[config.mk]
export PLATFORM = sky130hd
export DESIGN_NAME = vexec_top
export DESIGN_NICKNAME = d
export VERILOG_FILES = /design/src/rtl/vexec_pkg.sv /design/src/rtl/vexec_top.sv /design/src/rtl/ex_mem_latch.sv /design/src/rtl/lsu_addr_gen.sv /design/src/rtl/reduction_unit.sv /design/src/rtl/vector_lane.sv
export SDC_FILE = /design/constraint.sdc
export NUM_CORES = 2
export LEC_CHECK = 0
export BUFFER_PORTS_ARGS = -buffer_cell sky130_fd_sc_hd__buf_2
export CAP_MARGIN = 5
export CELL_PAD_IN_SITES_DETAIL_PLACEMENT = 0
export CELL_PAD_IN_SITES_GLOBAL_PLACEMENT = 1
export CORE_UTILIZATION = 43
export CTS_BUF_LIST = sky130_fd_sc_hd__clkbuf_16
export DETAILED_ROUTE_END_ITERATION = 10
export GPL_TIMING_DRIVEN = 0
export HOLD_SLACK_MARGIN = 0.12
export PLACE_DENSITY_LB_ADDON = 0.08
export RECOVER_POWER = 100
export SYNTH_ARGS = -nofsm -noshare
export SYNTH_HDL_FRONTEND = slang
export SYNTH_SLANG_ARGS = --single-unit
[constraint.sdc]
create_clock -name CLK -period 5.99 [get_ports CLK]
set_clock_uncertainty 0.15 [all_clocks]
set_input_delay 0.599 -clock CLK [delete_from_list [all_inputs] [get_ports CLK]]
set_output_delay 0.599 -clock CLK [all_outputs]
set_load 0.02 [all_outputs]
[src/rtl/vexec_pkg.sv]
package vexec_pkg;

  // default data and address width
  parameter int DATA_W = 32;

  // functional unit of the instruction in execute
  typedef enum logic [2:0] {
    FU_ALU,
    FU_REDUCE,
    FU_MOVE,
    FU_LOAD,
    FU_STORE
  } fu_t;

  // integer alu opcodes, min/max come in signed and unsigned flavours
  typedef enum logic [2:0] {
    VALU_ADD,
    VALU_AND,
    VALU_OR,
    VALU_XOR,
    VALU_MIN,
    VALU_MINU,
    VALU_MAX,
    VALU_MAXU
  } aluop_t;

  typedef enum logic [1:0] {
    SEW8,
    SEW16,
    SEW32
  } sew_t;

  // where the first operand comes from
  typedef enum logic [1:0] {
    SRC_V,
    SRC_I,
    SRC_X
  } opsrc_t;

  // load/store access pattern
  typedef enum logic [1:0] {
    STRIDE_UNIT,
    STRIDE_CONST,
    STRIDE_INDEX
  } stride_t;

  typedef logic [4:0] vreg_t;

endpackage
[src/rtl/vexec_top.sv]
`timescale 1ns/100ps

module vexec_top #(
  parameter int DATA_W = vexec_pkg::DATA_W
) (
  input  logic               CLK,
  input  logic               nRST,
  input  logic               valid,
  input  vexec_pkg::fu_t     fu,
  input  vexec_pkg::aluop_t  aluop,
  input  vexec_pkg::sew_t    sew,
  input  vexec_pkg::opsrc_t  opsrc,
  input  vexec_pkg::stride_t stride,
  input  vexec_pkg::sew_t    eew,
  input  logic               group_first,
  input  vexec_pkg::vreg_t   vd,
  input  logic [1:0]         wen,
  input  logic [DATA_W-1:0]  vs1_lane0,
  input  logic [DATA_W-1:0]  vs1_lane1,
  input  logic [DATA_W-1:0]  vs2_lane0,
  input  logic [DATA_W-1:0]  vs2_lane1,
  input  logic [DATA_W-1:0]  imm,
  input  logic [DATA_W-1:0]  xs1,
  // reserved, second operand is always vs2 for now
  input  logic [DATA_W-1:0]  xs2,
  input  logic [DATA_W-1:0]  stride_val,
  input  logic [DATA_W-1:0]  storedata0,
  input  logic [DATA_W-1:0]  storedata1,
  input  logic               stall,
  input  logic               flush,
  output logic               ex_valid,
  output logic               ex_load,
  output logic               ex_store,
  output logic [DATA_W-1:0]  ex_result0,
  output logic [DATA_W-1:0]  ex_result1,
  output logic [1:0]         ex_wen,
  output vexec_pkg::vreg_t   ex_vd,
  output logic [DATA_W-1:0]  ex_storedata0,
  output logic [DATA_W-1:0]  ex_storedata1
);

  import vexec_pkg::*;

  logic [DATA_W-1:0] lane0_result, lane1_result, red_result;
  logic [DATA_W-1:0] addr0, addr1;
  logic              advance;

  // a memory access that actually leaves execute moves the address stream on
  assign advance = valid && ((fu == FU_LOAD) || (fu == FU_STORE)) && !stall && !flush;

  vector_lane #(.DATA_W(DATA_W)) i_lane0 (
    .opsrc(opsrc), .aluop(aluop), .sew(sew), .vs1(vs1_lane0), .vs2(vs2_lane0),
    .imm(imm), .xs1(xs1), .lane_result(lane0_result)
  );

  vector_lane #(.DATA_W(DATA_W)) i_lane1 (
    .opsrc(opsrc), .aluop(aluop), .sew(sew), .vs1(vs1_lane1), .vs2(vs2_lane1),
    .imm(imm), .xs1(xs1), .lane_result(lane1_result)
  );

  reduction_unit #(.DATA_W(DATA_W)) i_reduce (
    .aluop(aluop), .sew(sew), .lane0_result(lane0_result),
    .lane1_result(lane1_result), .red_result(red_result)
  );

  lsu_addr_gen #(.DATA_W(DATA_W)) i_addr_gen (
    .CLK(CLK), .nRST(nRST), .advance(advance), .flush(flush),
    .group_first(group_first), .stride(stride), .eew(eew), .xs1(xs1),
    .stride_val(stride_val), .vs2_lane0(vs2_lane0), .vs2_lane1(vs2_lane1),
    .addr0(addr0), .addr1(addr1)
  );

  ex_mem_latch #(.DATA_W(DATA_W)) i_latch (
    .CLK(CLK), .nRST(nRST), .stall(stall), .flush(flush), .valid(valid), .fu(fu),
    .lane0_result(lane0_result), .lane1_result(lane1_result), .red_result(red_result),
    .addr0(addr0), .addr1(addr1), .vs2_lane0(vs2_lane0), .vs2_lane1(vs2_lane1),
    .vd(vd), .wen(wen), .storedata0(storedata0), .storedata1(storedata1),
    .ex_valid(ex_valid), .ex_load(ex_load), .ex_store(ex_store),
    .ex_result0(ex_result0), .ex_result1(ex_result1), .ex_wen(ex_wen), .ex_vd(ex_vd),
    .ex_storedata0(ex_storedata0), .ex_storedata1(ex_storedata1)
  );

endmodule

[src/rtl/ex_mem_latch.sv]
`timescale 1ns/100ps

module ex_mem_latch #(
  parameter int DATA_W = 32
) (
  input  logic               CLK,
  input  logic               nRST,
  input  logic               stall,
  input  logic               flush,
  input  logic               valid,
  input  vexec_pkg::fu_t     fu,
  input  logic [DATA_W-1:0]  lane0_result,
  input  logic [DATA_W-1:0]  lane1_result,
  input  logic [DATA_W-1:0]  red_result,
  input  logic [DATA_W-1:0]  addr0,
  input  logic [DATA_W-1:0]  addr1,
  input  logic [DATA_W-1:0]  vs2_lane0,
  input  logic [DATA_W-1:0]  vs2_lane1,
  input  vexec_pkg::vreg_t   vd,
  input  logic [1:0]         wen,
  input  logic [DATA_W-1:0]  storedata0,
  input  logic [DATA_W-1:0]  storedata1,
  output logic               ex_valid,
  output logic               ex_load,
  output logic               ex_store,
  output logic [DATA_W-1:0]  ex_result0,
  output logic [DATA_W-1:0]  ex_result1,
  output logic [1:0]         ex_wen,
  output vexec_pkg::vreg_t   ex_vd,
  output logic [DATA_W-1:0]  ex_storedata0,
  output logic [DATA_W-1:0]  ex_storedata1
);

  import vexec_pkg::*;

  logic [DATA_W-1:0] sel0;
  logic [DATA_W-1:0] sel1;

  // per-lane result by functional unit
  always_comb begin
    case (fu)
      FU_REDUCE:         {sel0, sel1} = {red_result, {DATA_W{1'b0}}};
      FU_MOVE:           {sel0, sel1} = {vs2_lane0, vs2_lane1};
      FU_LOAD, FU_STORE: {sel0, sel1} = {addr0, addr1};
      default:           {sel0, sel1} = {lane0_result, lane1_result};
    endcase
  end

  // control, qualified by valid
  always_ff @(posedge CLK, negedge nRST) begin
    if (!nRST) begin
      ex_valid <= 1'b0;
      ex_load  <= 1'b0;
      ex_store <= 1'b0;
      ex_wen   <= '0;
    end else if (flush) begin
      ex_valid <= 1'b0;
      ex_load  <= 1'b0;
      ex_store <= 1'b0;
      ex_wen   <= '0;
    end else if (!stall) begin
      ex_valid <= valid;
      ex_load  <= valid && (fu == FU_LOAD);
      ex_store <= valid && (fu == FU_STORE);
      ex_wen   <= valid ? wen : 2'b00;
    end
  end

  // data path
  always_ff @(posedge CLK) begin
    if (flush) begin
      ex_result0    <= '0;
      ex_result1    <= '0;
      ex_vd         <= '0;
      ex_storedata0 <= '0;
      ex_storedata1 <= '0;
    end else if (!stall) begin
      ex_result0    <= sel0;
      ex_result1    <= sel1;
      ex_vd         <= vd;
      ex_storedata0 <= storedata0;
      ex_storedata1 <= storedata1;
    end
  end

endmodule

[src/rtl/lsu_addr_gen.sv]
`timescale 1ns/100ps

module lsu_addr_gen #(
  parameter int DATA_W = 32
) (
  input  logic               CLK,
  input  logic               nRST,
  input  logic               advance,
  input  logic               flush,
  input  logic               group_first,
  input  vexec_pkg::stride_t stride,
  input  vexec_pkg::sew_t    eew,
  input  logic [DATA_W-1:0]  xs1,
  input  logic [DATA_W-1:0]  stride_val,
  input  logic [DATA_W-1:0]  vs2_lane0,
  input  logic [DATA_W-1:0]  vs2_lane1,
  output logic [DATA_W-1:0]  addr0,
  output logic [DATA_W-1:0]  addr1
);

  import vexec_pkg::*;

  logic [DATA_W-1:0] addr_buf;
  logic [DATA_W-1:0] elem_bytes;
  logic [DATA_W-1:0] step;
  logic [DATA_W-1:0] base;

  always_comb begin
    case (eew)
      SEW8:    elem_bytes = DATA_W'(1);
      SEW16:   elem_bytes = DATA_W'(2);
      default: elem_bytes = DATA_W'(4);
    endcase
  end

  assign step = (stride == STRIDE_CONST) ? stride_val : elem_bytes;

  // a new group restarts from the scalar base, otherwise continue the stream
  assign base = group_first ? xs1 : addr_buf;

  always_comb begin
    if (stride == STRIDE_INDEX) begin
      addr0 = xs1 + vs2_lane0;
      addr1 = xs1 + vs2_lane1;
    end else begin
      addr0 = base;
      addr1 = base + step;
    end
  end

  // next group starts one step past lane 1
  always_ff @(posedge CLK, negedge nRST) begin
    if (!nRST) begin
      addr_buf <= '0;
    end else if (flush) begin
      addr_buf <= '0;
    end else if (advance) begin
      addr_buf <= addr1 + step;
    end
  end

endmodule

[src/rtl/reduction_unit.sv]
`timescale 1ns/100ps

module reduction_unit #(
  parameter int DATA_W = 32
) (
  input  vexec_pkg::aluop_t  aluop,
  input  vexec_pkg::sew_t    sew,
  input  logic [DATA_W-1:0]  lane0_result,
  input  logic [DATA_W-1:0]  lane1_result,
  output logic [DATA_W-1:0]  red_result
);

  import vexec_pkg::*;

  logic signed [DATA_W:0] x_ext;
  logic signed [DATA_W:0] y_ext;
  logic                   sgn;
  logic                   lt;

  // lane0 is the left operand, same ordering as the lane alu
  always_comb begin
    sgn = (aluop == VALU_MIN) || (aluop == VALU_MAX);
    case (sew)
      SEW8: begin
        x_ext = {{(DATA_W-7){sgn & lane0_result[7]}}, lane0_result[7:0]};
        y_ext = {{(DATA_W-7){sgn & lane1_result[7]}}, lane1_result[7:0]};
      end
      SEW16: begin
        x_ext = {{(DATA_W-15){sgn & lane0_result[15]}}, lane0_result[15:0]};
        y_ext = {{(DATA_W-15){sgn & lane1_result[15]}}, lane1_result[15:0]};
      end
      default: begin
        x_ext = {sgn & lane0_result[DATA_W-1], lane0_result};
        y_ext = {sgn & lane1_result[DATA_W-1], lane1_result};
      end
    endcase
    lt = x_ext < y_ext;
  end

  always_comb begin
    case (aluop)
      VALU_ADD:             red_result = lane0_result + lane1_result;
      VALU_AND:             red_result = lane0_result & lane1_result;
      VALU_OR:              red_result = lane0_result | lane1_result;
      VALU_XOR:             red_result = lane0_result ^ lane1_result;
      VALU_MIN, VALU_MINU:  red_result = lt ? lane0_result : lane1_result;
      VALU_MAX, VALU_MAXU:  red_result = lt ? lane1_result : lane0_result;
      default:              red_result = '0;
    endcase
  end

endmodule

[src/rtl/vector_lane.sv]
`timescale 1ns/100ps

module vector_lane #(
  parameter int DATA_W = 32
) (
  input  vexec_pkg::opsrc_t  opsrc,
  input  vexec_pkg::aluop_t  aluop,
  input  vexec_pkg::sew_t    sew,
  input  logic [DATA_W-1:0]  vs1,
  input  logic [DATA_W-1:0]  vs2,
  input  logic [DATA_W-1:0]  imm,
  input  logic [DATA_W-1:0]  xs1,
  output logic [DATA_W-1:0]  lane_result
);

  import vexec_pkg::*;

  logic [DATA_W-1:0] opa;
  logic              signed_op;
  logic              lt;

  // widen the low sew bits by one so signed and unsigned share one compare
  function automatic logic signed [DATA_W:0] cmp_ext(input logic [DATA_W-1:0] v,
                                                     input sew_t w,
                                                     input logic sgn);
    logic msb;
    case (w)
      SEW8: begin
        msb = sgn & v[7];
        return {{(DATA_W-7){msb}}, v[7:0]};
      end
      SEW16: begin
        msb = sgn & v[15];
        return {{(DATA_W-15){msb}}, v[15:0]};
      end
      default: begin
        msb = sgn & v[DATA_W-1];
        return {msb, v};
      end
    endcase
  endfunction

  // first operand select, scalar and immediate are broadcast
  always_comb begin
    case (opsrc)
      SRC_V:   opa = vs1;
      SRC_I:   opa = imm;
      SRC_X:   opa = xs1;
      default: opa = '0;
    endcase
  end

  assign signed_op = (aluop == VALU_MIN) || (aluop == VALU_MAX);
  assign lt = cmp_ext(vs2, sew, signed_op) < cmp_ext(opa, sew, signed_op);

  always_comb begin
    case (aluop)
      VALU_ADD:             lane_result = vs2 + opa;
      VALU_AND:             lane_result = vs2 & opa;
      VALU_OR:              lane_result = vs2 | opa;
      VALU_XOR:             lane_result = vs2 ^ opa;
      // ties pick opa for min, vs2 for max
      VALU_MIN, VALU_MINU:  lane_result = lt ? vs2 : opa;
      VALU_MAX, VALU_MAXU:  lane_result = lt ? opa : vs2;
      default:              lane_result = '0;
    endcase
  end

endmodule

After elaboration in Yosys (flattened, before gate mapping). Index checks and enable logic that the tools add are counted.

Bits in registers: 170. Logic and storage cells: 117.

Add/sub/neg operators: 7. $lt $le $gt $ge: 3. Equality and inequality tests: 18. Muxes and demuxes: 35. Bitwise gates (word level): 27. Reductions and logical operators: 17.

Operators with widths (count): $pmux W32 S6 (3); $pmux W33 S2 (6); $mux W32 (12); $pmux W32 S3 (4); $add A32 B32 Y32 (7); $lt A33 B33 Y1 (3); $and A32 B32 Y32 (3); $or A32 B32 Y32 (3); $xor A32 B32 Y32 (3); $and A1 B1 Y1 (18); $eq A3 B3 Y1 const B (5); $eq A3 B2 Y1 const B (4); $eq A2 B1 Y1 const B (4); $eq A3 B1 Y1 const B (2); $logic_not A2 Y1 (3); $mux W1 (6); $mux W2 (3); $pmux W3 S2 (1); $reduce_or A2 Y1 (3); $logic_and A1 B1 Y1 (5); $eq A2 B2 Y1 const B (2); $logic_not A3 Y1 (1); $logic_not A1 Y1 (2); $logic_or A1 B1 Y1 (2); 2 further kinds (2).

Logic depth before layout (Yosys ltp).
Depth in word-level cells: 13. Mapped depth: 38. Mapped depth without buffers: 32.

By module. A second synthesis with hierarchy kept.

Cells, all modules: 4321. Area, all modules: 31695.4 sq um.

Modules (own cells, without submodules): lsu_addr_gen (instances 1, cells an instance 1181, area each 8762.2 sq um); ex_mem_latch (instances 1, cells an instance 764, area each 6901.6 sq um); vector_lane (i_lane1) (instances 1, cells an instance 831, area each 5551.6 sq um); vector_lane (i_lane0) (instances 1, cells an instance 794, area each 5467.7 sq um); reduction_unit (instances 1, cells an instance 747, area each 4977.3 sq um); vexec_top (instances 1, cells an instance 4, area each 35.0 sq um).

Least setup slack after synthesis. Ideal clock, no wire load.

Path kind: input to register. Start point: input opsrc[0]. End point: register i_latch.ex_result0[13]. Library setup time: 0.070 ns. Arrival: 7.743 ns. Slack: -1.973 ns. Stages on the path: 35. Path through: buf_2 -> buf_1 -> mux2i_1 -> o21ai_1 -> a211oi_1 -> clkbuf_1 -> a21o_1 -> ha_1 -> a211oi_1 -> o211ai_1 -> o221a_2 -> o31ai_1 -> a31oi_4 -> xnor2_4 -> mux2i_1 -> or2_1 -> buf_2 -> o21ai_1 -> nor2_2 -> buf_2 -> a21oi_1 -> ha_1 -> nand4_1 -> nor3_1 -> a211o_1 -> o21a_1 -> or3_1 -> o211a_1 -> buf_2 -> nor2_1 -> buf_2 -> a221oi_1 -> a211oi_1 -> o221ai_1 -> a21oi_1.

Cells in the longest elaborated chain, start to end: 13. Elaborated cells between the ends (all ways): 46.

RTL lines: start, declared (line vexec_top.sv:12) `input vexec_pkg::opsrc_t opsrc,`; $eq A2 B2 Y1 (tied with other cells) (line vector_lane.sv:45) `case (opsrc)`; $pmux W32 S3 (line vector_lane.sv:45); $and A1 B1 Y1, on equally long branches (line vector_lane.sv:29, vector_lane.sv:33, vector_lane.sv:37); $pmux W33 S2 (line vector_lane.sv:27) `case (w)`; $lt A33 B33 Y1 (line vector_lane.sv:54) `assign lt = cmp_ext(vs2, sew, signed_op) < cmp_ext(opa, sew, signed_op);`; $mux W32, on equally long branches (line vector_lane.sv:64, vector_lane.sv:63); $pmux W32 S6 (line vector_lane.sv:57) `case (aluop)`; $and A1 B1 Y1 (tied with other cells) (line reduction_unit.sv:25) `x_ext = {{(DATA_W-7){sgn & lane0_result[7]}}, lane0_result[7:0]};`; $pmux W33 S2 (line reduction_unit.sv:23) `case (sew)`; $lt A33 B33 Y1 (line reduction_unit.sv:37) `lt = x_ext < y_ext;`; $mux W32, on equally long branches (line reduction_unit.sv:47, reduction_unit.sv:46); $pmux W32 S6 (line reduction_unit.sv:41) `case (aluop)`; $pmux W32 S3 * (line ex_mem_latch.sv:41) `case (fu)`; end signal, assigned (line ex_mem_latch.sv:78) `ex_result0 <= sel0;`; end, declared (line ex_mem_latch.sv:26) `output logic [DATA_W-1:0] ex_result0,`.

Every way passes the cells marked *; elsewhere a longest branch is shown, timed or not. A chain may end at the register's enable or synchronous reset.

Final worst setup path.
Start point: input aluop[0]. End point: register i_latch.ex_result0[13].

Cells in the longest elaborated chain, start to end: 13. Elaborated cells between the ends (all ways): 52.

RTL lines: start, declared (line vexec_top.sv:10) `input vexec_pkg::aluop_t aluop,`; $eq A3 B3 Y1; $logic_or A1 B1 Y1 (line reduction_unit.sv:22, vector_lane.sv:53); $and A1 B1 Y1, on equally long branches (line vector_lane.sv:29, vector_lane.sv:33, vector_lane.sv:37); $pmux W33 S2 (line vector_lane.sv:27); $lt A33 B33 Y1 (line vector_lane.sv:54); $mux W32, on equally long branches (line vector_lane.sv:64, vector_lane.sv:63); $pmux W32 S6 (line vector_lane.sv:57); $and A1 B1 Y1 (tied with other cells) (line reduction_unit.sv:25); $pmux W33 S2 (line reduction_unit.sv:23); $lt A33 B33 Y1 (line reduction_unit.sv:37); $mux W32, on equally long branches (line reduction_unit.sv:47, reduction_unit.sv:46); $pmux W32 S6 (line reduction_unit.sv:41); $pmux W32 S3 * (line ex_mem_latch.sv:41).

Marked as above.

==> metrics.yaml <==
area_growth_pct: 26.64
fmax_ghz: 0.1324
routabilityCongestion: 1.052
drt_first_pass_iters: 8
antenna_left: 0
dieArea_um2: 70190
cp.depth: 34
drtIter0Drc: 4530
overflow: 0
antenna_found_initial: 4
ios: 485
critPathLaunchType: "primary input"
cp_top_family: "buffers and inverters"
wl_per_cell_um: 31.51
path_buf_inv: 12
critPathSlowestCell: "and2_0"
h-tree-depth: 4
p_per_area_nw_per_um2: 221.2
final_cell_mix: "ha_1, a21oi_1, nor2_1"
hold_path.class: "primary input to flop"
crit_fanout: 10
yosys_warnings: 0
vias: 36258
ys_ff_latch: 170
grt_pass1_wl_mm: 240.2
initial_utilization: 0.4342
via_per_inst: 6.497
track_usage: 0.4799
layout_commonest_cell: "ha_1"
regArea_um2: 3588
synthDistinctLibCells: 92
finalCriticalPeriod_ns: 7.554
cap_violations: 3
clock_latency_ns: 0.50
dp_hpwl_mm: 140.5
cts_buffers: 17
ys.flop_type: "dfxtp_1"
chipHeight_um: 264.9
finalMaxSlewViolations: 61
worst_ep_required_time_ns: 6.27
irDropWorstVdd_mv: 0.2442
clockBufferDepth: 2
nFillCells: 6913
avgSynthCellArea_um2: 7.306
clock_sinks: 170
cts_root_buf: "clkbuf_16"
grt_start_max_net_pins: 38
leakagePower_uw: 0.01745
setup_ws_ns: -1.564
setup_viol: 46
drc: 0
slew-limit-headroom: -0.5493
ys_async_sr_fraction: 0.2176
reg2reg_depth: 24
grt_pass1_vias: 33726
path_class: "primary input to flop"
arrival_ns: 7.83
rows: 96
grt_setup_unrepaired: "yes"
port_buffers: 446
critPathMaxStageDelay_ns: 0.47
multi_input_area_um2: 26090
core_area_um2: 68470
min_path_cells: 3
hold_slack_ns: 0.1644
fin_crit_sh: 1.261
die_w_um: 264.9
cts_tree: "built"
violations: "capacitance limit, slew limit, setup timing"
fin_setup_tns_ns: -50.97
nNetsFinal: 5460
status: "finished, violations left"
synth-edff-count: 0
syn_area_um2: 29730
dp_worst_setup_slack_ns: -4.203
routed_wl_mm: 175.9
clk_pin_slew_ns: 0.09
hold_viol: 0
synthCells: 4069
synth_fp_nets: 4845
worst_pin_slew_ns: 2.324
drive_gt1_frac: 0.2012
endpoint_kind: "flop"
ys_seq_area_frac: 0.1207
## timing repair
action                                 in CTS  in global routing
endpoints found under the hold margin      17                  0
hold buffers                                1                  0
resized for setup                         362                189
setup buffers                              83                 58
pin swaps                                  64                106
setup endpoints to repair                  73                 43
cloned                                      7                  0
## worst register-to-register path, stage by stage, from the launching register on
cell and delay (ns):
dfrtp_1 0.38, mux2_2 0.20, ha_1 0.20, inv_1 0.07, fa_1 0.40, nor2b_1 0.29
o31ai_4 0.13, a211oi_4 0.31, nor4_2 0.12, o31ai_2 0.39, a31oi_1 0.24, xnor2_1 0.19
nor2_1 0.07, a21oi_2 0.22, ha_1 0.33, a21o_1 0.18, a21oi_1 0.20, and3b_1 0.19
o21a_1 0.19, nor2_1 0.11, a21oi_1 0.26, nand2_1 0.10, a31oi_1 0.21, xnor2_1 0.09
a22o_1 0.19
## Yosys cell counts, types with 21 or more instances
| cell type | number | share of area |
|---|---|---|
| and2_1 | 48 | 0.010 |
| nor3_1 | 40 | 0.0067 |
| nand2b_1 | 41 | 0.0086 |
| a21oi_1 | 438 | 0.074 |
| dfrtp_1 | 37 | 0.031 |
| nor2b_1 | 21 | 0.0044 |
| o221a_2 | 21 | 0.0080 |
| inv_1 | 310 | 0.039 |
| dfxtp_1 | 133 | 0.090 |
| a21o_1 | 147 | 0.037 |
| o31ai_1 | 24 | 0.0061 |
| nor2_1 | 338 | 0.043 |
| o22ai_1 | 58 | 0.012 |
| mux2_2 | 41 | 0.016 |
| o21ai_0 | 291 | 0.049 |
| clkbuf_1 | 176 | 0.022 |
| xor2_1 | 63 | 0.019 |
| xnor2_1 | 112 | 0.033 |
| o21a_1 | 64 | 0.016 |
| o221ai_1 | 32 | 0.0094 |
| a31oi_1 | 33 | 0.0069 |
| nand2_1 | 295 | 0.037 |
| nand3_1 | 43 | 0.0072 |
| a211oi_1 | 55 | 0.014 |
| a221oi_1 | 60 | 0.018 |
| buf_1 | 32 | 0.0040 |
| nand4_1 | 33 | 0.0069 |
| a22o_1 | 27 | 0.0080 |
| mux2i_1 | 242 | 0.081 |
| o211ai_1 | 47 | 0.012 |
| o21ai_1 | 35 | 0.0059 |
| ha_1 | 422 | 0.18 |
| o21bai_1 | 31 | 0.0078 |
## power by group
| group | leakage (µW) | switching (µW) | total [µW] | internal, µW |
|---|---|---|---|---|
| clock | 0.000301 | 649 | 1250 | 606 |
| sequential | 0.00161 | 71.3 | 1280 | 1210 |
| combinational | 0.0155 | 3580 | 5790 | 2210 |
| total | 0.0174 | 4300 | 8330 | 4030 |
## layout make-up
cell class,instances,share of cell area
timing repair buffer,598,0.09399
tap,882,0.02931
inverter,317,0.03174
buffer,228,0.03978
clock inverter,15,0.005417
antenna,2,0.0001329
sequential,170,0.09532
clock buffer,17,0.01130
multi-input combinational,3352,0.6930
## sequential cells by signal, indices dropped and copies added, names as in the netlist
register and cells:
i_latch.ex_store 1, i_latch.ex_storedata1 32, i_latch.ex_result1 32, i_latch.ex_load 1, i_latch.ex_valid 1, i_latch.ex_wen 2, i_addr_gen.addr_buf 32, i_latch.ex_vd 5
i_latch.ex_result0 32, i_latch.ex_storedata0 32
## through the flow
stage | util | power [µW] | cells | cell area, µm²
after floorplan | - | 4393 | 4069 | 30280
after global placement | 0.4909 | 5975 | 5397 | 33610
after detailed placement | 0.4915 | 5954 | 5400 | 33650
after CTS | 0.5344 | 7786 | 5521 | 36590
after global routing | 0.5498 | 8603 | 5579 | 37640
final | 0.5499 | 8329 | 5581 | 37650
## cells by family (layout without fill, tap and decap cells)
group	after synthesis	in the layout	synth area share
AOI/OAI and AO/OA	1514	1514	0.3309
other	0	2	0
and+or+nand+nor	950	950	0.1458
DFF	170	170	0.1207
buffers and inverters	547	1175	0.07075
xor gates and xnor gates	176	176	0.05249
adders and majority gates	429	429	0.1823
muxes	283	283	0.09702
## final timing paths
check                                       start                       end  slack, ns
max                                      aluop[0]    i_latch.ex_result0[13]      -1.56
min                                 storedata0[9]  i_latch.ex_storedata0[9]       0.16
max reg2reg                i_addr_gen.addr_buf[0]   i_addr_gen.addr_buf[30]       0.48
min reg2reg                 i_latch.ex_result0[7]     i_latch.ex_result0[7]       0.29
max in group asynchronous                    nRST    i_addr_gen.addr_buf[0]       3.18
min in group asynchronous                    nRST   i_addr_gen.addr_buf[27]       1.17
## metal layers
layer,GRT usage,routed length [µm]
met4,0.3187,13490
met2,0.7091,72430
met3,0.1259,20870
met1,0.6112,69080
met5,0,16
Note: power is estimated with default switching activity, not from simulation.
